==> config.mk <==
export PLATFORM = sky130hd
export DESIGN_NAME = sha_job_regs_flat
export DESIGN_NICKNAME = d
export VERILOG_FILES = /design/src/verilog/sha_pkg.sv /design/src/verilog/sha_stage_if.sv /design/src/verilog/sha_job_regs.sv /design/src/flat_wrapper.sv
export SDC_FILE = /design/constraint.sdc
export NUM_CORES = 1
export LEC_CHECK = 0
export ABC_AREA = 1
export BUFFER_PORTS_ARGS = -buffer_cell sky130_fd_sc_hd__clkbuf_2
export CORE_AREA = 4 4 568 570
export CTS_CLUSTER_SIZE = 24
export DETAILED_ROUTE_END_ITERATION = 10
export DIE_AREA = 0 0 572 574
export PLACE_DENSITY = 0.3
export RECOVER_POWER = 50
export SYNTH_ARGS = -nofsm -noshare
export SYNTH_HDL_FRONTEND = slang
export SYNTH_SLANG_ARGS = --single-unit
==> constraint.sdc <==
create_clock -name clk -period 3.15 [get_ports clk]
set_clock_uncertainty 0.15 [all_clocks]
set_input_delay 0.1575 -clock clk [delete_from_list [all_inputs] [get_ports clk]]
set_output_delay 0.1575 -clock clk [all_outputs]
set_load 0.01 [all_outputs]
==> src/verilog/sha_pkg.sv <==
`default_nettype none

package sha_pkg;

  // Working registers a..h. The first member sits in the upper word.
  typedef struct packed {
    logic [31:0] a;
    logic [31:0] b;
    logic [31:0] c;
    logic [31:0] d;
    logic [31:0] e;
    logic [31:0] f;
    logic [31:0] g;
    logic [31:0] h;
  } hash_words_t;

  // The same 256 bits seen as registers or as one digest word.
  typedef union packed {
    hash_words_t  words;
    logic [255:0] digest;
  } hash_state_u;

  // Last sixteen schedule words. Element 0 is the oldest one.
  typedef logic [15:0][31:0] msg_hist_t;

  localparam int PIPE_LATENCY = 129; // Issue to result, in clock cycles.

  localparam logic [0:63][31:0] SHA_K = {
    32'h428a2f98, 32'h71374491, 32'hb5c0fbcf, 32'he9b5dba5,
    32'h3956c25b, 32'h59f111f1, 32'h923f82a4, 32'hab1c5ed5,
    32'hd807aa98, 32'h12835b01, 32'h243185be, 32'h550c7dc3,
    32'h72be5d74, 32'h80deb1fe, 32'h9bdc06a7, 32'hc19bf174,
    32'he49b69c1, 32'hefbe4786, 32'h0fc19dc6, 32'h240ca1cc,
    32'h2de92c6f, 32'h4a7484aa, 32'h5cb0a9dc, 32'h76f988da,
    32'h983e5152, 32'ha831c66d, 32'hb00327c8, 32'hbf597fc7,
    32'hc6e00bf3, 32'hd5a79147, 32'h06ca6351, 32'h14292967,
    32'h27b70a85, 32'h2e1b2138, 32'h4d2c6dfc, 32'h53380d13,
    32'h650a7354, 32'h766a0abb, 32'h81c2c92e, 32'h92722c85,
    32'ha2bfe8a1, 32'ha81a664b, 32'hc24b8b70, 32'hc76c51a3,
    32'hd192e819, 32'hd6990624, 32'hf40e3585, 32'h106aa070,
    32'h19a4c116, 32'h1e376c08, 32'h2748774c, 32'h34b0bcb5,
    32'h391c0cb3, 32'h4ed8aa4a, 32'h5b9cca4f, 32'h682e6ff3,
    32'h748f82ee, 32'h78a5636f, 32'h84c87814, 32'h8cc70208,
    32'h90befffa, 32'ha4506ceb, 32'hbef9a3f7, 32'hc67178f2
  };

  localparam hash_state_u SHA_H0 = {
    32'h6a09e667, 32'hbb67ae85, 32'h3c6ef372, 32'ha54ff53a,
    32'h510e527f, 32'h9b05688c, 32'h1f83d9ab, 32'h5be0cd19
  };

  function automatic logic [31:0] rotr(logic [31:0] x, int unsigned n);
    return (x >> n) | (x << (32 - n));
  endfunction

  // One compression round with round constant k and schedule word w.
  function automatic hash_state_u sha_round(hash_state_u s, logic [31:0] k, logic [31:0] w);
    logic [31:0] s1;
    logic [31:0] ch;
    logic [31:0] t1;
    logic [31:0] s0;
    logic [31:0] maj;
    hash_state_u r;
    s1  = rotr(s.words.e, 6) ^ rotr(s.words.e, 11) ^ rotr(s.words.e, 25);
    ch  = (s.words.e & s.words.f) ^ (~s.words.e & s.words.g);
    t1  = s.words.h + s1 + ch + k + w;
    s0  = rotr(s.words.a, 2) ^ rotr(s.words.a, 13) ^ rotr(s.words.a, 22);
    maj = (s.words.a & s.words.b) ^ (s.words.a & s.words.c) ^ (s.words.b & s.words.c);
    r.words.a = t1 + s0 + maj;
    r.words.b = s.words.a;
    r.words.c = s.words.b;
    r.words.d = s.words.c;
    r.words.e = s.words.d + t1;
    r.words.f = s.words.e;
    r.words.g = s.words.f;
    r.words.h = s.words.g;
    return r;
  endfunction

  // Next schedule word from the sixteen words before it.
  function automatic logic [31:0] sha_expand(msg_hist_t w);
    logic [31:0] s0;
    logic [31:0] s1;
    s0 = rotr(w[1], 7) ^ rotr(w[1], 18) ^ (w[1] >> 3);
    s1 = rotr(w[14], 17) ^ rotr(w[14], 19) ^ (w[14] >> 10);
    return w[0] + s0 + w[9] + s1;
  endfunction

  function automatic hash_state_u sha_add_state(hash_state_u x, hash_state_u y);
    hash_state_u r;
    r.words.a = x.words.a + y.words.a;
    r.words.b = x.words.b + y.words.b;
    r.words.c = x.words.c + y.words.c;
    r.words.d = x.words.d + y.words.d;
    r.words.e = x.words.e + y.words.e;
    r.words.f = x.words.f + y.words.f;
    r.words.g = x.words.g + y.words.g;
    r.words.h = x.words.h + y.words.h;
    return r;
  endfunction

endpackage : sha_pkg

`default_nettype wire

==> src/verilog/sha_stage_if.sv <==
`timescale 1ns/10ps
`default_nettype none

interface sha_stage_if;
  import sha_pkg::*;

  logic        valid;    // Stage holds an item.
  logic        newblock; // First item of a job.
  logic [31:0] nonce;
  hash_state_u state;
  msg_hist_t   w;

  modport source (output valid, newblock, nonce, state, w);
  modport sink   (input valid, newblock, nonce, state, w);

endinterface : sha_stage_if

`default_nettype wire

==> src/verilog/sha_job_regs.sv <==
`timescale 1ns/10ps
`default_nettype none

module sha_job_regs (
  input  logic                 clk,
  input  logic                 arst_n_i,
  input  logic                 job_load_i,
  input  sha_pkg::hash_state_u midstate_i,
  input  logic [31:0]          merkle_tail_i,
  input  logic [31:0]          time_i,
  input  logic [31:0]          bits_i,
  input  logic [31:0]          nonce_start_i,
  input  logic [31:0]          nonce_count_i,
  sha_stage_if.source          issue,
  output sha_pkg::hash_state_u mid_o
);
  import sha_pkg::*;

  hash_state_u mid_q;
  logic [31:0] tail_q;
  logic [31:0] time_q;
  logic [31:0] bits_q;
  logic [31:0] nonce_q;
  logic [31:0] remain_q; // Nonces still to issue.
  logic        first_q;  // Next issue is the first of its job.
  logic        issuing;

  assign issuing = (remain_q != 32'd0);

  // A load overrides whatever is still left of the running job.
  always_ff @(posedge clk or negedge arst_n_i) begin
    if (!arst_n_i) begin
      remain_q <= 32'd0;
      first_q  <= 1'b0;
    end else if (job_load_i) begin
      remain_q <= nonce_count_i;
      first_q  <= 1'b1;
    end else if (issuing) begin
      remain_q <= remain_q - 32'd1;
      first_q  <= 1'b0;
    end
  end

  always_ff @(posedge clk) begin
    if (job_load_i) begin
      mid_q   <= midstate_i;
      tail_q  <= merkle_tail_i;
      time_q  <= time_i;
      bits_q  <= bits_i;
      nonce_q <= nonce_start_i;
    end else if (issuing) begin
      nonce_q <= nonce_q + 32'd1;
    end
  end

  assign issue.valid    = issuing;
  assign issue.newblock = issuing & first_q;
  assign issue.nonce    = nonce_q;
  assign issue.state    = mid_q;
  // Second header chunk, padded to 640 bits of message.
  assign issue.w = {32'd640, {10{32'h0}}, 32'h8000_0000, nonce_q, bits_q, time_q, tail_q};
  assign mid_o   = mid_q;

endmodule : sha_job_regs

`default_nettype wire

==> src/flat_wrapper.sv <==
// flat-port wrapper written by rule: the top's interface ports become plain ports
module sha_job_regs_flat import sha_pkg::*;
  (clk, arst_n_i, job_load_i, midstate_i, merkle_tail_i, time_i, bits_i, nonce_start_i, nonce_count_i, mid_o, issue_valid, issue_newblock, issue_nonce, issue_state, issue_w);
  sha_stage_if issue_i ();
  input  logic clk;
  input  logic arst_n_i;
  input  logic job_load_i;
  input  sha_pkg::hash_state_u midstate_i;
  input  logic [31:0] merkle_tail_i;
  input  logic [31:0] time_i;
  input  logic [31:0] bits_i;
  input  logic [31:0] nonce_start_i;
  input  logic [31:0] nonce_count_i;
  output sha_pkg::hash_state_u mid_o;
  output wire logic [$bits(issue_i.valid)-1:0] issue_valid;
  output wire logic [$bits(issue_i.newblock)-1:0] issue_newblock;
  output wire logic [$bits(issue_i.nonce)-1:0] issue_nonce;
  output wire logic [$bits(issue_i.state)-1:0] issue_state;
  output wire logic [$bits(issue_i.w)-1:0] issue_w;
  assign issue_valid = issue_i.valid;
  assign issue_newblock = issue_i.newblock;
  assign issue_nonce = issue_i.nonce;
  assign issue_state = issue_i.state;
  assign issue_w = issue_i.w;
  sha_job_regs u_core (.clk(clk), .arst_n_i(arst_n_i), .job_load_i(job_load_i), .midstate_i(midstate_i), .merkle_tail_i(merkle_tail_i), .time_i(time_i), .bits_i(bits_i), .nonce_start_i(nonce_start_i), .nonce_count_i(nonce_count_i), .issue(issue_i), .mid_o(mid_o));
endmodule
==> results of run 1 <==
worst paths after layout:
check | startpoint | endpoint | slack (ns) | depth (start not counted)
min in group asynchronous | arst_n_i | u_core.remain_q[11]$_DFFE_PN0P_ | 0.56 | 2
max in group asynchronous | arst_n_i | u_core.remain_q[27]$_DFFE_PN0P_ | 1.09 | 2
worst max-delay path | job_load_i | u_core.issue.state[182]$_DFFE_PP_ | 0.34 | 4
worst min register to register | u_core.remain_q[1]$_DFFE_PN0P_ | u_core.remain_q[1]$_DFFE_PN0P_ | 0.38 | 2
worst max register to register | u_core.issue.nonce[11]$_DFFE_PP_ | u_core.issue.nonce[29]$_DFFE_PP_ | 0.89 | 8
worst min-delay path | midstate_i[122] | u_core.issue.state[122]$_DFFE_PP_ | 0.09 | 2
logic make-up (layout without fill, tap and decap cells):
| logic type | count (synthesis) | in the layout |
|---|---|---|
| compound gates | 58 | 58 |
| buf+inv | 744 | 1956 |
| fa+ha+maj | 2 | 2 |
| simple gates | 466 | 466 |
| flops | 417 | 417 |
| xor+xnor | 18 | 18 |
| other cells | 2 | 405 |
sequential cells by signal (all words and copies together) (netlist names):
name                flops
u_core.issue.state    256
u_core.bits_q          32
u_core.issue.nonce     32
u_core.remain_q        32
u_core.tail_q          32
u_core.time_q          32
u_core.first_q          1
area by class of cell:
cell class	instances	area, um^2
Timing Repair Buffer	1791	12300
Tap cell	4180	5230
Clock inverter	39	402
Multi-Input combinational cell	928	4010
Clock buffer	68	1490
Sequential cell	417	12400
Inverter	58	224
Fill cell	36600	281000
Antenna cell	21	52.6
per-layer routing:
metal  track usage, %  wire (um)
met5                0        146
met4             2.19       4450
met1             12.4      72300
met2             16.8      80800
met3             4.04      17900
critical path: stages:
cell                            delay (ns)
sky130_fd_sc_hd__dlygate4sd3_1        0.57
sky130_fd_sc_hd__buf_8                0.31
sky130_fd_sc_hd__clkbuf_2             0.80
sky130_fd_sc_hd__clkbuf_2             1.10
stage by stage:
step                      cells  area (um^2)  hold slack (ns)  worst slack, ns
after floorplan            2089        21700           -0.288             1.06
after global placement     6688        27500            0.185            0.849
after detailed placement   6688        27500            0.186            0.812
after CTS                  7481        36200         0.000204            0.253
after global routing       7490        36100           0.0192            0.111
final                      7502        36100           0.0855            0.336
cell usage in the layout, fill, tap and decap left out, drive strengths merged:
master,count
ha,2
xnor2,10
dfrtp,33
nand3,40
a21oi,12
a31oi,2
bufinv,5
a21boi,2
or2,10
o22ai,1
inv,60
diode,21
dlygate4sd3,686
clkinv,29
nand4,9
nand2,254
and2,2
clkinvlp,3
conb,384
nand3b,9
o21bai,1
nor3,3
xor2,8
o21ai,39
buf,3
nor2,139
clkbuf,1170
edfxtp,384
a21o,1
power by group:
part           leakage [nW]  internal, mW  total (mW)  switching (mW)
Combinational          9.80          1.27        3.53            2.26
Clock                 0.914          3.80        6.81            3.01
Sequential             4.18          6.58        7.10           0.521
Total                  14.9          11.7        17.4            5.79
==> impl_metrics.xml, run 1 <==
<?xml version="1.0" encoding="UTF-8"?>
<metrics>
  <group name="run_status">
    <metric name="outcome" unit="">finished with violations</metric>
    <metric name="violated_checks" unit="">capacitance limit, slew limit</metric>
  </group>
  <group name="synthesis">
    <metric name="post_synth_main_area_contributors" unit="">sky130_fd_sc_hd__edfxtp_1, sky130_fd_sc_hd__buf_4, sky130_fd_sc_hd__nand2_1</metric>
    <metric name="synth_largest_area_cell" unit="">sky130_fd_sc_hd__edfxtp_1</metric>
    <metric name="synthCells" unit="">1707</metric>
    <metric name="post_synth_most_frequent_cells" unit="">sky130_fd_sc_hd__buf_4, sky130_fd_sc_hd__edfxtp_1, sky130_fd_sc_hd__nand2_1</metric>
    <metric name="synthAdderAreaFrac" unit="%">0.123</metric>
    <metric name="yosys.area_share.xor_xnor" unit="%">0.778</metric>
    <metric name="post-synth-top-area-fraction" unit="%">56.9</metric>
    <metric name="yosys_warnings" unit="">0</metric>
    <metric name="synth_ff_type" unit="">sky130_fd_sc_hd__edfxtp_1</metric>
    <metric name="synth.most_common_cell" unit="">sky130_fd_sc_hd__buf_4</metric>
    <metric name="ys_seq_area_share" unit="%">61.0</metric>
    <metric name="synth_edf_count" unit="">384</metric>
    <metric name="dominant_combinational_cell_family_by_area_after_synthesis" unit="">buffers and inverters</metric>
    <metric name="yosys-mux-area-fraction" unit="%">0</metric>
    <metric name="syn_area_per_cell" unit="um^2">11.9</metric>
    <metric name="synth_cell_types" unit="">39</metric>
    <metric name="simple_gate_area_share_of_the_yosys_netlist" unit="%">10.3</metric>
    <metric name="mappedNetlistArea" unit="um^2">20300</metric>
    <metric name="synth_compound_gate_area_share" unit="%">1.52</metric>
    <metric name="asyncSetResetFlopFracSynth" unit="%">7.91</metric>
    <metric name="postSynthRegisterBits" unit="">417</metric>
  </group>
  <group name="grt">
    <metric name="grt_max_degree" unit="">128</metric>
    <metric name="grt_use_total" unit="%">10.2</metric>
    <metric name="grt_pass1_wl" unit="um">212000</metric>
    <metric name="antenna_found_initial" unit="">98</metric>
    <metric name="grt_pass1_vias" unit="">17800</metric>
    <metric name="grt-ovfl-total" unit="">0</metric>
  </group>
  <group name="sta">
    <metric name="fin_setup_tns" unit="ns">0</metric>
    <metric name="transition_time_at_the_pin_with_the_least_slew_margin" unit="ns">2.11</metric>
    <metric name="timing.final.crit_share" unit="%">89.3</metric>
    <metric name="finalSetupViolations" unit="">0</metric>
    <metric name="max_clock_freq" unit="GHz">0.355</metric>
    <metric name="worst_slew_margin_rel" unit="%">-40.4</metric>
    <metric name="finalHoldViolCount" unit="">0</metric>
    <metric name="unrepaired_setup_endpoints_after_global_routing" unit="">no</metric>
    <metric name="finalWorstPathRequiredPeriod" unit="ns">2.81</metric>
    <metric name="timing_max_transition_violations_final" unit="">162</metric>
  </group>
  <group name="routing">
    <metric name="dr.first_iter.drc_count" unit="">742</metric>
    <metric name="num_vias" unit="">17500</metric>
    <metric name="vias_per_std_cell" unit="">2.34</metric>
    <metric name="drt.antenna.violating_nets" unit="">0</metric>
    <metric name="route.detailed.wl_per_inst" unit="um">23.4</metric>
    <metric name="detailedRoute.firstPassIterationCount" unit="">4</metric>
    <metric name="drt_drc_violations_left" unit="">0</metric>
    <metric name="wirelength" unit="um">176000</metric>
  </group>
  <group name="place">
    <metric name="number_of_port_buffers" unit="">1092</metric>
    <metric name="hpwl" unit="um">156000</metric>
    <metric name="place.gp.congestion" unit="">0.864</metric>
  </group>
  <group name="cts">
    <metric name="tritoncts_clock_tree" unit="">yes</metric>
    <metric name="total_clock_buffers_created_by_cts" unit="">58</metric>
    <metric name="clk_path_buf_depth" unit="">3</metric>
    <metric name="clock_sinks" unit="">417</metric>
    <metric name="number_of_buffers_inserted_to_repair_setup_after_cts" unit="">0</metric>
    <metric name="worst_setup_hold_path_clk_slew" unit="ns">0.07</metric>
    <metric name="htree_num_levels" unit="">2</metric>
    <metric name="cts_resized" unit="">0</metric>
    <metric name="cts_hold_buffers" unit="">686</metric>
    <metric name="later_pin_clock_latency_in_the_skew_report" unit="ns">0.70</metric>
    <metric name="cts.root.buffer_cell" unit="">sky130_fd_sc_hd__clkbuf_16</metric>
  </group>
  <group name="finish">
    <metric name="layout_cells_sized_above_1" unit="%">35.4</metric>
    <metric name="postLayoutCoreUtil" unit="%">11.4</metric>
    <metric name="net_count_of_the_finished_layout" unit="">3675</metric>
    <metric name="synthToLayoutAreaGrowth" unit="%">78.1</metric>
  </group>
  <group name="power_and_ir_drop">
    <metric name="power.leakage" unit="nW">14.9</metric>
    <metric name="power_density" unit="nW/um^2">483</metric>
    <metric name="fin_total_pwr" unit="mW">17.4</metric>
    <metric name="vdd_ir_drop_max" unit="mV">0.471</metric>
  </group>
  <group name="worst_hold_path">
    <metric name="worst_hold_path_type" unit="">in -&gt; reg</metric>
  </group>
  <group name="floorplanning">
    <metric name="die_h" unit="um">574</metric>
    <metric name="design.die.area" unit="um^2">328000</metric>
    <metric name="placeableCoreArea" unit="um^2">317000</metric>
    <metric name="std_cell_rows" unit="">207</metric>
    <metric name="dieWidth" unit="um">572</metric>
    <metric name="start_util" unit="%">6.39</metric>
    <metric name="num_io_pins" unit="">1477</metric>
  </group>
  <group name="critical_path">
    <metric name="critical_path.endpoint_type" unit="">flop</metric>
    <metric name="highest_net_fanout_along_the_worst_path" unit="">49</metric>
    <metric name="worst-endpoint-arrival" unit="ns">3.00</metric>
    <metric name="crit_path_start_kind" unit="">input port</metric>
    <metric name="worstPathRequired" unit="ns">3.33</metric>
    <metric name="critical_setup_path_kind" unit="">in -&gt; reg</metric>
  </group>
  <group name="run">
    <metric name="max_cap_viol_count" unit="">2</metric>
  </group>
</metrics>
Note: power is estimated with default switching activity, not from simulation.
==> run 2, diff against run 1 <==
--- a/config.mk
+++ b/config.mk
@@ -8,8 +8,10 @@
 export ABC_AREA = 1
 export BUFFER_PORTS_ARGS = -buffer_cell sky130_fd_sc_hd__clkbuf_2
+export CAP_MARGIN = 25
 export CORE_AREA = 4 4 568 570
 export CTS_CLUSTER_SIZE = 24
 export DETAILED_ROUTE_END_ITERATION = 10
 export DIE_AREA = 0 0 572 574
+export HOLD_SLACK_MARGIN = 0.05
 export PLACE_DENSITY = 0.3
 export RECOVER_POWER = 50
==> constraint.sdc (replaced) <==
create_clock -name clk -period 3.15 [get_ports clk]
set_clock_uncertainty 0.15 [all_clocks]
set_input_delay 0.315 -clock clk [delete_from_list [all_inputs] [get_ports clk]]
set_output_delay 0.315 -clock clk [all_outputs]
set_load 0.01 [all_outputs]
==> run 2 against run 1 <==
Against the previous run: the run still ends with capacitance limit, slew limit left; highest routed layer unchanged; total power fell by 1.1%; cell area fell by 3.3%; die area did not move; register-to-register slack got worse by 0.16 ns; critical path depth rose by 4; largest power group unchanged; fmax fell by 2.9%; core utilization fell by 0.37 points.
==> impl_metrics.xml, run 2 (same netlist as run 1, synthesis figures left out) <==
<?xml version="1.0" encoding="UTF-8"?>
<metrics>
  <group name="finish">
    <metric name="finish.instance_area" unit="um^2">34900</metric>
    <metric name="synthToLayoutAreaGrowth" unit="%">72.2</metric>
    <metric name="final_common_cell" unit="">sky130_fd_sc_hd__clkbuf_2</metric>
    <metric name="fin_cells" unit="">7383</metric>
    <metric name="commonest_cells_after_routing_fill_and_taps_aside" unit="">sky130_fd_sc_hd__clkbuf_2, sky130_fd_sc_hd__dlygate4sd3_1, sky130_fd_sc_hd__conb_1, sky130_fd_sc_hd__edfxtp_1, sky130_fd_sc_hd__nand2_1</metric>
    <metric name="layout_cells_sized_above_1" unit="%">36.9</metric>
    <metric name="largest_reg_flops" unit="">256</metric>
    <metric name="net_count_of_the_finished_layout" unit="">3557</metric>
  </group>
  <group name="cts">
    <metric name="worst_setup_hold_path_clk_slew" unit="ns">0.06</metric>
    <metric name="later_pin_clock_latency_in_the_skew_report" unit="ns">0.71</metric>
    <metric name="tritoncts_clock_tree" unit="">yes</metric>
    <metric name="total_clock_buffers_created_by_cts" unit="">61</metric>
    <metric name="htree_num_levels" unit="">2</metric>
    <metric name="cts.root.buffer_cell" unit="">sky130_fd_sc_hd__clkbuf_16</metric>
    <metric name="clock_sinks" unit="">417</metric>
    <metric name="clk_path_buf_depth" unit="">3</metric>
  </group>
  <group name="floorplanning">
    <metric name="placeableCoreArea" unit="um^2">317000</metric>
    <metric name="std_cell_rows" unit="">207</metric>
    <metric name="die_h" unit="um">574</metric>
    <metric name="start_util" unit="%">6.39</metric>
    <metric name="num_io_pins" unit="">1477</metric>
    <metric name="dieWidth" unit="um">572</metric>
    <metric name="design.die.area" unit="um^2">328000</metric>
  </group>
  <group name="sta">
    <metric name="timing.final.crit_share" unit="%">92.0</metric>
    <metric name="finalWorstPathRequiredPeriod" unit="ns">2.90</metric>
    <metric name="timing_max_transition_violations_final" unit="">309</metric>
    <metric name="max_clock_freq" unit="GHz">0.345</metric>
    <metric name="finalHoldViolCount" unit="">0</metric>
    <metric name="worst_slew_margin_rel" unit="%">-48.6</metric>
    <metric name="finalSetupViolations" unit="">0</metric>
    <metric name="transition_time_at_the_pin_with_the_least_slew_margin" unit="ns">2.23</metric>
    <metric name="unrepaired_setup_endpoints_after_global_routing" unit="">no</metric>
    <metric name="fin_setup_tns" unit="ns">0</metric>
  </group>
  <group name="critical_path">
    <metric name="crit_path_max_incr_delay" unit="ns">0.37</metric>
    <metric name="crit_path_start_kind" unit="">flop</metric>
    <metric name="path_cells" unit="">inv_1, ha_1, nand2_4, nor2_4, nand3_1, nor2_4, inv_1, clkbuf_2</metric>
    <metric name="worst_path_max_delay_cell" unit="">sky130_fd_sc_hd__dfrtp_1</metric>
    <metric name="critical_setup_path_kind" unit="">reg -&gt; out</metric>
    <metric name="highest_net_fanout_along_the_worst_path" unit="">7</metric>
    <metric name="critical_path.endpoint_type" unit="">output pin</metric>
    <metric name="worst-endpoint-arrival" unit="ns">2.43</metric>
    <metric name="critical_path.n_buffers_inverters" unit="">3</metric>
    <metric name="worstPathRequired" unit="ns">2.68</metric>
    <metric name="critPathTopFamily" unit="">simple AND/OR/NAND/NOR gates</metric>
  </group>
  <group name="place">
    <metric name="hpwl" unit="um">155000</metric>
    <metric name="number_of_port_buffers" unit="">1092</metric>
    <metric name="place.gp.congestion" unit="">0.865</metric>
    <metric name="numPlacedInstances" unit="">6688</metric>
    <metric name="detailed_place.area" unit="um^2">27500</metric>
  </group>
  <group name="worst_hold_path">
    <metric name="worst_hold_path_type" unit="">in -&gt; reg</metric>
  </group>
  <group name="grt">
    <metric name="grt_pass1_vias" unit="">17200</metric>
    <metric name="grt_max_degree" unit="">105</metric>
    <metric name="antenna_found_initial" unit="">93</metric>
    <metric name="grt-ovfl-total" unit="">0</metric>
    <metric name="grt_pass1_wl" unit="um">209000</metric>
    <metric name="grt_use_total" unit="%">10.1</metric>
  </group>
  <group name="routing">
    <metric name="detailedRoute.firstPassIterationCount" unit="">5</metric>
    <metric name="vias_per_std_cell" unit="">2.31</metric>
    <metric name="dr.first_iter.drc_count" unit="">1021</metric>
    <metric name="num_vias" unit="">17000</metric>
    <metric name="wirelength" unit="um">174000</metric>
    <metric name="route.detailed.wl_per_inst" unit="um">23.6</metric>
    <metric name="drt.antenna.violating_nets" unit="">0</metric>
    <metric name="drt_drc_violations_left" unit="">0</metric>
  </group>
  <group name="run">
    <metric name="max_cap_viol_count" unit="">5</metric>
  </group>
  <group name="run_status">
    <metric name="outcome" unit="">finished with violations</metric>
    <metric name="violated_checks" unit="">capacitance limit, slew limit</metric>
  </group>
  <group name="power_and_ir_drop">
    <metric name="vdd_ir_drop_max" unit="mV">0.475</metric>
    <metric name="power_density" unit="nW/um^2">495</metric>
    <metric name="power.leakage" unit="nW">14.4</metric>
  </group>
</metrics>
==> run 2: cell count changes in the layout (fill, tap and decap cells not counted), moves of 3 or more <==
cell,before,now
sky130_fd_sc_hd__clkinv_1,11,18
sky130_fd_sc_hd__clkbuf_2,1020,1026
sky130_fd_sc_hd__clkinv_2,11,8
sky130_fd_sc_hd__clkbuf_1,89,78
sky130_fd_sc_hd__dlygate4sd3_1,686,565
sky130_fd_sc_hd__bufinv_16,5,2
sky130_fd_sc_hd__clkbuf_16,58,61
==> run 2: worst paths after layout <==
kind,from,end,slack [ns],depth (start not counted)
setup / recovery,u_core.remain_q[0]$_DFFE_PN0P_,issue_valid,0.25,8
hold / removal,time_i[18],u_core.time_q[18]$_DFFE_PP_,0.17,2
setup reg to reg,u_core.remain_q[0]$_DFFE_PN0P_,u_core.remain_q[27]$_DFFE_PN0P_,0.73,10
hold reg to reg,u_core.remain_q[1]$_DFFE_PN0P_,u_core.remain_q[1]$_DFFE_PN0P_,0.37,2
max in group asynchronous,arst_n_i,u_core.remain_q[30]$_DFFE_PN0P_,0.67,4
min in group asynchronous,arst_n_i,u_core.remain_q[14]$_DFFE_PN0P_,1.27,4
==> run 2: final cells by class <==
class | count | area [um^2]
fillers | 36500 | 282000
flip-flops and latches | 417 | 12400
repair buffers | 1670 | 11100
well taps | 4180 | 5230
multi-input cells | 928 | 4020
clock buffers | 66 | 1550
clock inverters | 42 | 340
inverters | 58 | 224
diodes | 22 | 55.1
==> run 2: worst register-to-register path, delay by kind of cell (launching register included) <==
kind	cells	cell delay, ns
AOI/OAI and AO/OA	1	0.05
DFF	1	0.37
buffers and inverters	2	0.67
and+or+nand+nor	6	0.79
adders and majority gates	1	0.28
==> run 2: repair_timing <==
item | in CTS | in global routing
hold buffers | 565 | 0
setup buffers | 0 | 0
setup endpoints to repair | 1 | 0
hold endpoints to repair | 562 | 0
gates resized for setup | 2 | 0
==> run 2: power by group <==
group          internal [mW]  leakage, nW  switching [mW]
sequential              6.58         4.18           0.515
combinational           1.18         9.31            2.24
clock                   3.70        0.904            3.05
total                   11.5         14.4            5.80
==> run 2: metrics by stage <==
stage               hold slack, ns  total power, mW  util [%]  setup WS, ns
detailed placement           0.104             10.1      8.66         0.532
finish                       0.173             17.3      11.0         0.252
global placement             0.343             10.1      8.65         0.551
global route                0.0794             18.2      11.0        0.0396
floorplan                   -0.131             8.50         -          1.06
CTS                         0.0502             17.9      11.0        0.0603
==> run 2: routing by layer <==
layer  share of wire, %  routed length, um  global-route usage (%)  vias to the layer above
met4                2.4               4110                    2.12                       28
met2                 46              80000                    16.6                     1144
li1                   -                  -                       -                     7501
met5               0.11                184                       0                        -
met1                 41              71400                    12.3                     8121
met3                 11              18300                    4.15                      228
==> run 3, diff against run 2 <==
Settings changed: CORE_AREA 4 4 568 570 to 4 4 578 580, DIE_AREA 0 0 572 574 to 0 0 582 584.
Clock period 3.15 ns to 3 ns, I/O delays scaled along.
==> run 3 against run 2 <==
Against the previous run: the flow still finishes with violations (capacitance limit, slew limit); sequential power up 4.2%; cell area up 1.8%; die area up 3.5%; clock power up 20%; setup slack worse by 0.13 ns; count of clock-buffer cells in the layout up 15; first-iteration DRC count down 32%; wire length up 14%; combinational power up 11%; largest power group is now the clock network.
==> impl_metrics.xml, run 3 (same netlist as run 1, synthesis figures left out) <==
<?xml version="1.0" encoding="UTF-8"?>
<metrics>
  <group name="sta">
    <metric name="finalWorstPathRequiredPeriod" unit="ns">2.88</metric>
    <metric name="timing.final.crit_share" unit="%">96.1</metric>
    <metric name="worst_slew_margin_rel" unit="%">-1.06</metric>
    <metric name="finalSetupViolations" unit="">0</metric>
    <metric name="finalHoldViolCount" unit="">0</metric>
    <metric name="unrepaired_setup_endpoints_after_global_routing" unit="">no</metric>
    <metric name="transition_time_at_the_pin_with_the_least_slew_margin" unit="ns">1.52</metric>
    <metric name="fin_setup_tns" unit="ns">0</metric>
    <metric name="max_clock_freq" unit="GHz">0.347</metric>
    <metric name="timing_max_transition_violations_final" unit="">18</metric>
  </group>
  <group name="power_and_ir_drop">
    <metric name="vdd_ir_drop_max" unit="mV">0.380</metric>
    <metric name="power_density" unit="nW/um^2">542</metric>
    <metric name="power.leakage" unit="nW">14.5</metric>
    <metric name="fin_total_pwr" unit="mW">19.2</metric>
  </group>
  <group name="finish">
    <metric name="commonest_cells_after_routing_fill_and_taps_aside" unit="">sky130_fd_sc_hd__clkbuf_2, sky130_fd_sc_hd__dlygate4sd3_1, sky130_fd_sc_hd__conb_1, sky130_fd_sc_hd__edfxtp_1, sky130_fd_sc_hd__nand2_1</metric>
    <metric name="net_count_of_the_finished_layout" unit="">3583</metric>
    <metric name="largest_reg_flops" unit="">256</metric>
    <metric name="final_common_cell" unit="">sky130_fd_sc_hd__clkbuf_2</metric>
    <metric name="layout_cells_sized_above_1" unit="%">36.0</metric>
    <metric name="finish.instance_area" unit="um^2">35500</metric>
    <metric name="synthToLayoutAreaGrowth" unit="%">75.3</metric>
    <metric name="fill_cell_count" unit="">38000</metric>
  </group>
  <group name="cts">
    <metric name="clk_path_buf_depth" unit="">4</metric>
    <metric name="worst_setup_hold_path_clk_slew" unit="ns">0.05</metric>
    <metric name="clock_sinks" unit="">417</metric>
    <metric name="cts.root.buffer_cell" unit="">sky130_fd_sc_hd__clkbuf_16</metric>
    <metric name="tritoncts_clock_tree" unit="">yes</metric>
    <metric name="htree_num_levels" unit="">3</metric>
    <metric name="total_clock_buffers_created_by_cts" unit="">70</metric>
    <metric name="later_pin_clock_latency_in_the_skew_report" unit="ns">0.74</metric>
  </group>
  <group name="place">
    <metric name="number_of_port_buffers" unit="">1092</metric>
    <metric name="detailed_place.area" unit="um^2">27800</metric>
    <metric name="hpwl" unit="um">179000</metric>
    <metric name="place.gp.congestion" unit="">0.815</metric>
  </group>
  <group name="critical_path">
    <metric name="r2r_start" unit="">u_core.issue.nonce[11]$_DFFE_PP_</metric>
    <metric name="worst-endpoint-arrival" unit="ns">3.07</metric>
    <metric name="critical_setup_path_kind" unit="">in -&gt; reg</metric>
    <metric name="worstPathRequired" unit="ns">3.19</metric>
    <metric name="critical_path.n_buffers_inverters" unit="">3</metric>
    <metric name="critPathTopFamily" unit="">buffers and inverters</metric>
    <metric name="worst-r2r-cell-count" unit="">8</metric>
    <metric name="reg2reg_to" unit="">u_core.issue.nonce[29]$_DFFE_PP_</metric>
    <metric name="highest_net_fanout_along_the_worst_path" unit="">102</metric>
    <metric name="crit_path_max_incr_delay" unit="ns">1.06</metric>
    <metric name="path_cells" unit="">dlygate4sd3_1, clkbuf_2, buf_6</metric>
    <metric name="crit_path_start_kind" unit="">input port</metric>
    <metric name="setup.reg_to_reg.worst_slack" unit="ns">0.59</metric>
    <metric name="critical_path.endpoint_type" unit="">flop</metric>
    <metric name="worst_path_max_delay_cell" unit="">sky130_fd_sc_hd__clkbuf_2</metric>
  </group>
  <group name="routing">
    <metric name="wirelength" unit="um">199000</metric>
    <metric name="drt.antenna.violating_nets" unit="">0</metric>
    <metric name="route.detailed.wl_per_inst" unit="um">26.1</metric>
    <metric name="dr.first_iter.drc_count" unit="">695</metric>
    <metric name="detailedRoute.firstPassIterationCount" unit="">6</metric>
    <metric name="vias_per_std_cell" unit="">2.29</metric>
    <metric name="drt_drc_violations_left" unit="">0</metric>
    <metric name="num_vias" unit="">17400</metric>
  </group>
  <group name="grt">
    <metric name="antenna_found_initial" unit="">154</metric>
    <metric name="grt_pass1_vias" unit="">17500</metric>
    <metric name="grt_use_total" unit="%">11.1</metric>
    <metric name="grt-ovfl-total" unit="">0</metric>
    <metric name="grt_max_degree" unit="">103</metric>
    <metric name="grt_pass1_wl" unit="um">235000</metric>
  </group>
  <group name="worst_hold_path">
    <metric name="worst_hold_path_cell_count" unit="">2</metric>
    <metric name="hold_path.startpoint" unit="">midstate_i[34]</metric>
    <metric name="worst_hold_path_type" unit="">in -&gt; reg</metric>
    <metric name="holdPathEnd" unit="">u_core.issue.state[34]$_DFFE_PP_</metric>
  </group>
  <group name="run_status">
    <metric name="outcome" unit="">finished with violations</metric>
    <metric name="violated_checks" unit="">capacitance limit, slew limit</metric>
  </group>
  <group name="floorplanning">
    <metric name="die_h" unit="um">584</metric>
    <metric name="placeableCoreArea" unit="um^2">329000</metric>
    <metric name="num_io_pins" unit="">1477</metric>
    <metric name="design.die.area" unit="um^2">340000</metric>
    <metric name="dieWidth" unit="um">582</metric>
    <metric name="start_util" unit="%">6.16</metric>
    <metric name="std_cell_rows" unit="">211</metric>
  </group>
  <group name="run">
    <metric name="max_cap_viol_count" unit="">1</metric>
  </group>
</metrics>
-- run 3: layer usage --
layer | vias to the layer above | global-route usage [%] | wire (um)
li1 | 7545 | - | -
met1 | 8257 | 12.7 | 76700
met3 | 348 | 4.63 | 19600
met2 | 1194 | 19.0 | 94400
met4 | 52 | 3.32 | 7540
met5 | - | 0 | 315
-- run 3: worst reg2reg max path, cell delays in order, from the launching register on --
cell and delay (ns):
sky130_fd_sc_hd__edfxtp_1 0.81, sky130_fd_sc_hd__nand2_1 0.20, sky130_fd_sc_hd__nor2_1 0.26, sky130_fd_sc_hd__nand2_1 0.11, sky130_fd_sc_hd__nor2_1 0.23, sky130_fd_sc_hd__nand2_1 0.12
sky130_fd_sc_hd__xor2_1 0.15, sky130_fd_sc_hd__nand2_1 0.06, sky130_fd_sc_hd__nand2_1 0.06
-- run 3: timing repair --
action / CTS / global route
endpoints found under the setup margin: 0 / 1
hold buffers: 574 / 0
resized for setup: 0 / 1
hold endpoints to repair: 491 / 0
buffers inserted: 0 / 0
-- run 3: how the worst max path moves through the flow --
stage | slack (ns) | startpoint | cells past startpoint | to
floorplan | 0.91 | u_core.remain_q[0]$_DFFE_PN0P_ | 7 | u_core.issue.nonce[0]$_DFFE_PP_
global placement | 0.52 | u_core.issue.nonce[10]$_DFFE_PP_ | 8 | u_core.issue.nonce[27]$_DFFE_PP_
detailed placement | 0.52 | u_core.issue.nonce[10]$_DFFE_PP_ | 8 | u_core.issue.nonce[27]$_DFFE_PP_
CTS | 0.02 | u_core.remain_q[0]$_DFFE_PN0P_ | 8 | issue_valid
global route | 0.03 | u_core.remain_q[0]$_DFFE_PN0P_ | 8 | issue_valid
finish | 0.12 | job_load_i | 3 | u_core.issue.state[29]$_DFFE_PP_
-- run 3: through the flow --
| step | hold slack [ns] | utilization, % | setup WS [ns] | instances |
|---|---|---|---|---|
| after global placement | 0.327 | 8.43 | 0.521 | 6882 |
| final | 0.146 | 10.8 | 0.118 | 7602 |
| after CTS | 0.0504 | 10.8 | 0.0172 | 7576 |
| after floorplan | -0.146 | - | 0.905 | 2089 |
| after detailed placement | 0.329 | 8.43 | 0.516 | 6882 |
| after global routing | 0.0772 | 10.8 | 0.0271 | 7582 |
-- run 3: layout make-up --
class / count / area, um^2 / area share (%)
diodes: 26 / 65.1 / 0.183
clock buffers: 81 / 1800 / 5.08
inverters: 58 / 224 / 0.631
multi-input cells: 928 / 4020 / 11.3
flip-flops and latches: 417 / 12400 / 34.8
clock inverters: 39 / 355 / 1.00
well taps: 4366 / 5460 / 15.4
repair buffers: 1687 / 11200 / 31.6
-- run 3: power breakdown --
group | internal [mW] | leakage [nW] | switching [mW] | total [mW]
combinational | 1.25 | 9.27 | 2.52 | 3.77
sequential | 6.91 | 4.18 | 0.496 | 7.40
clock | 4.67 | 1.05 | 3.40 | 8.07
total | 12.8 | 14.5 | 6.42 | 19.2
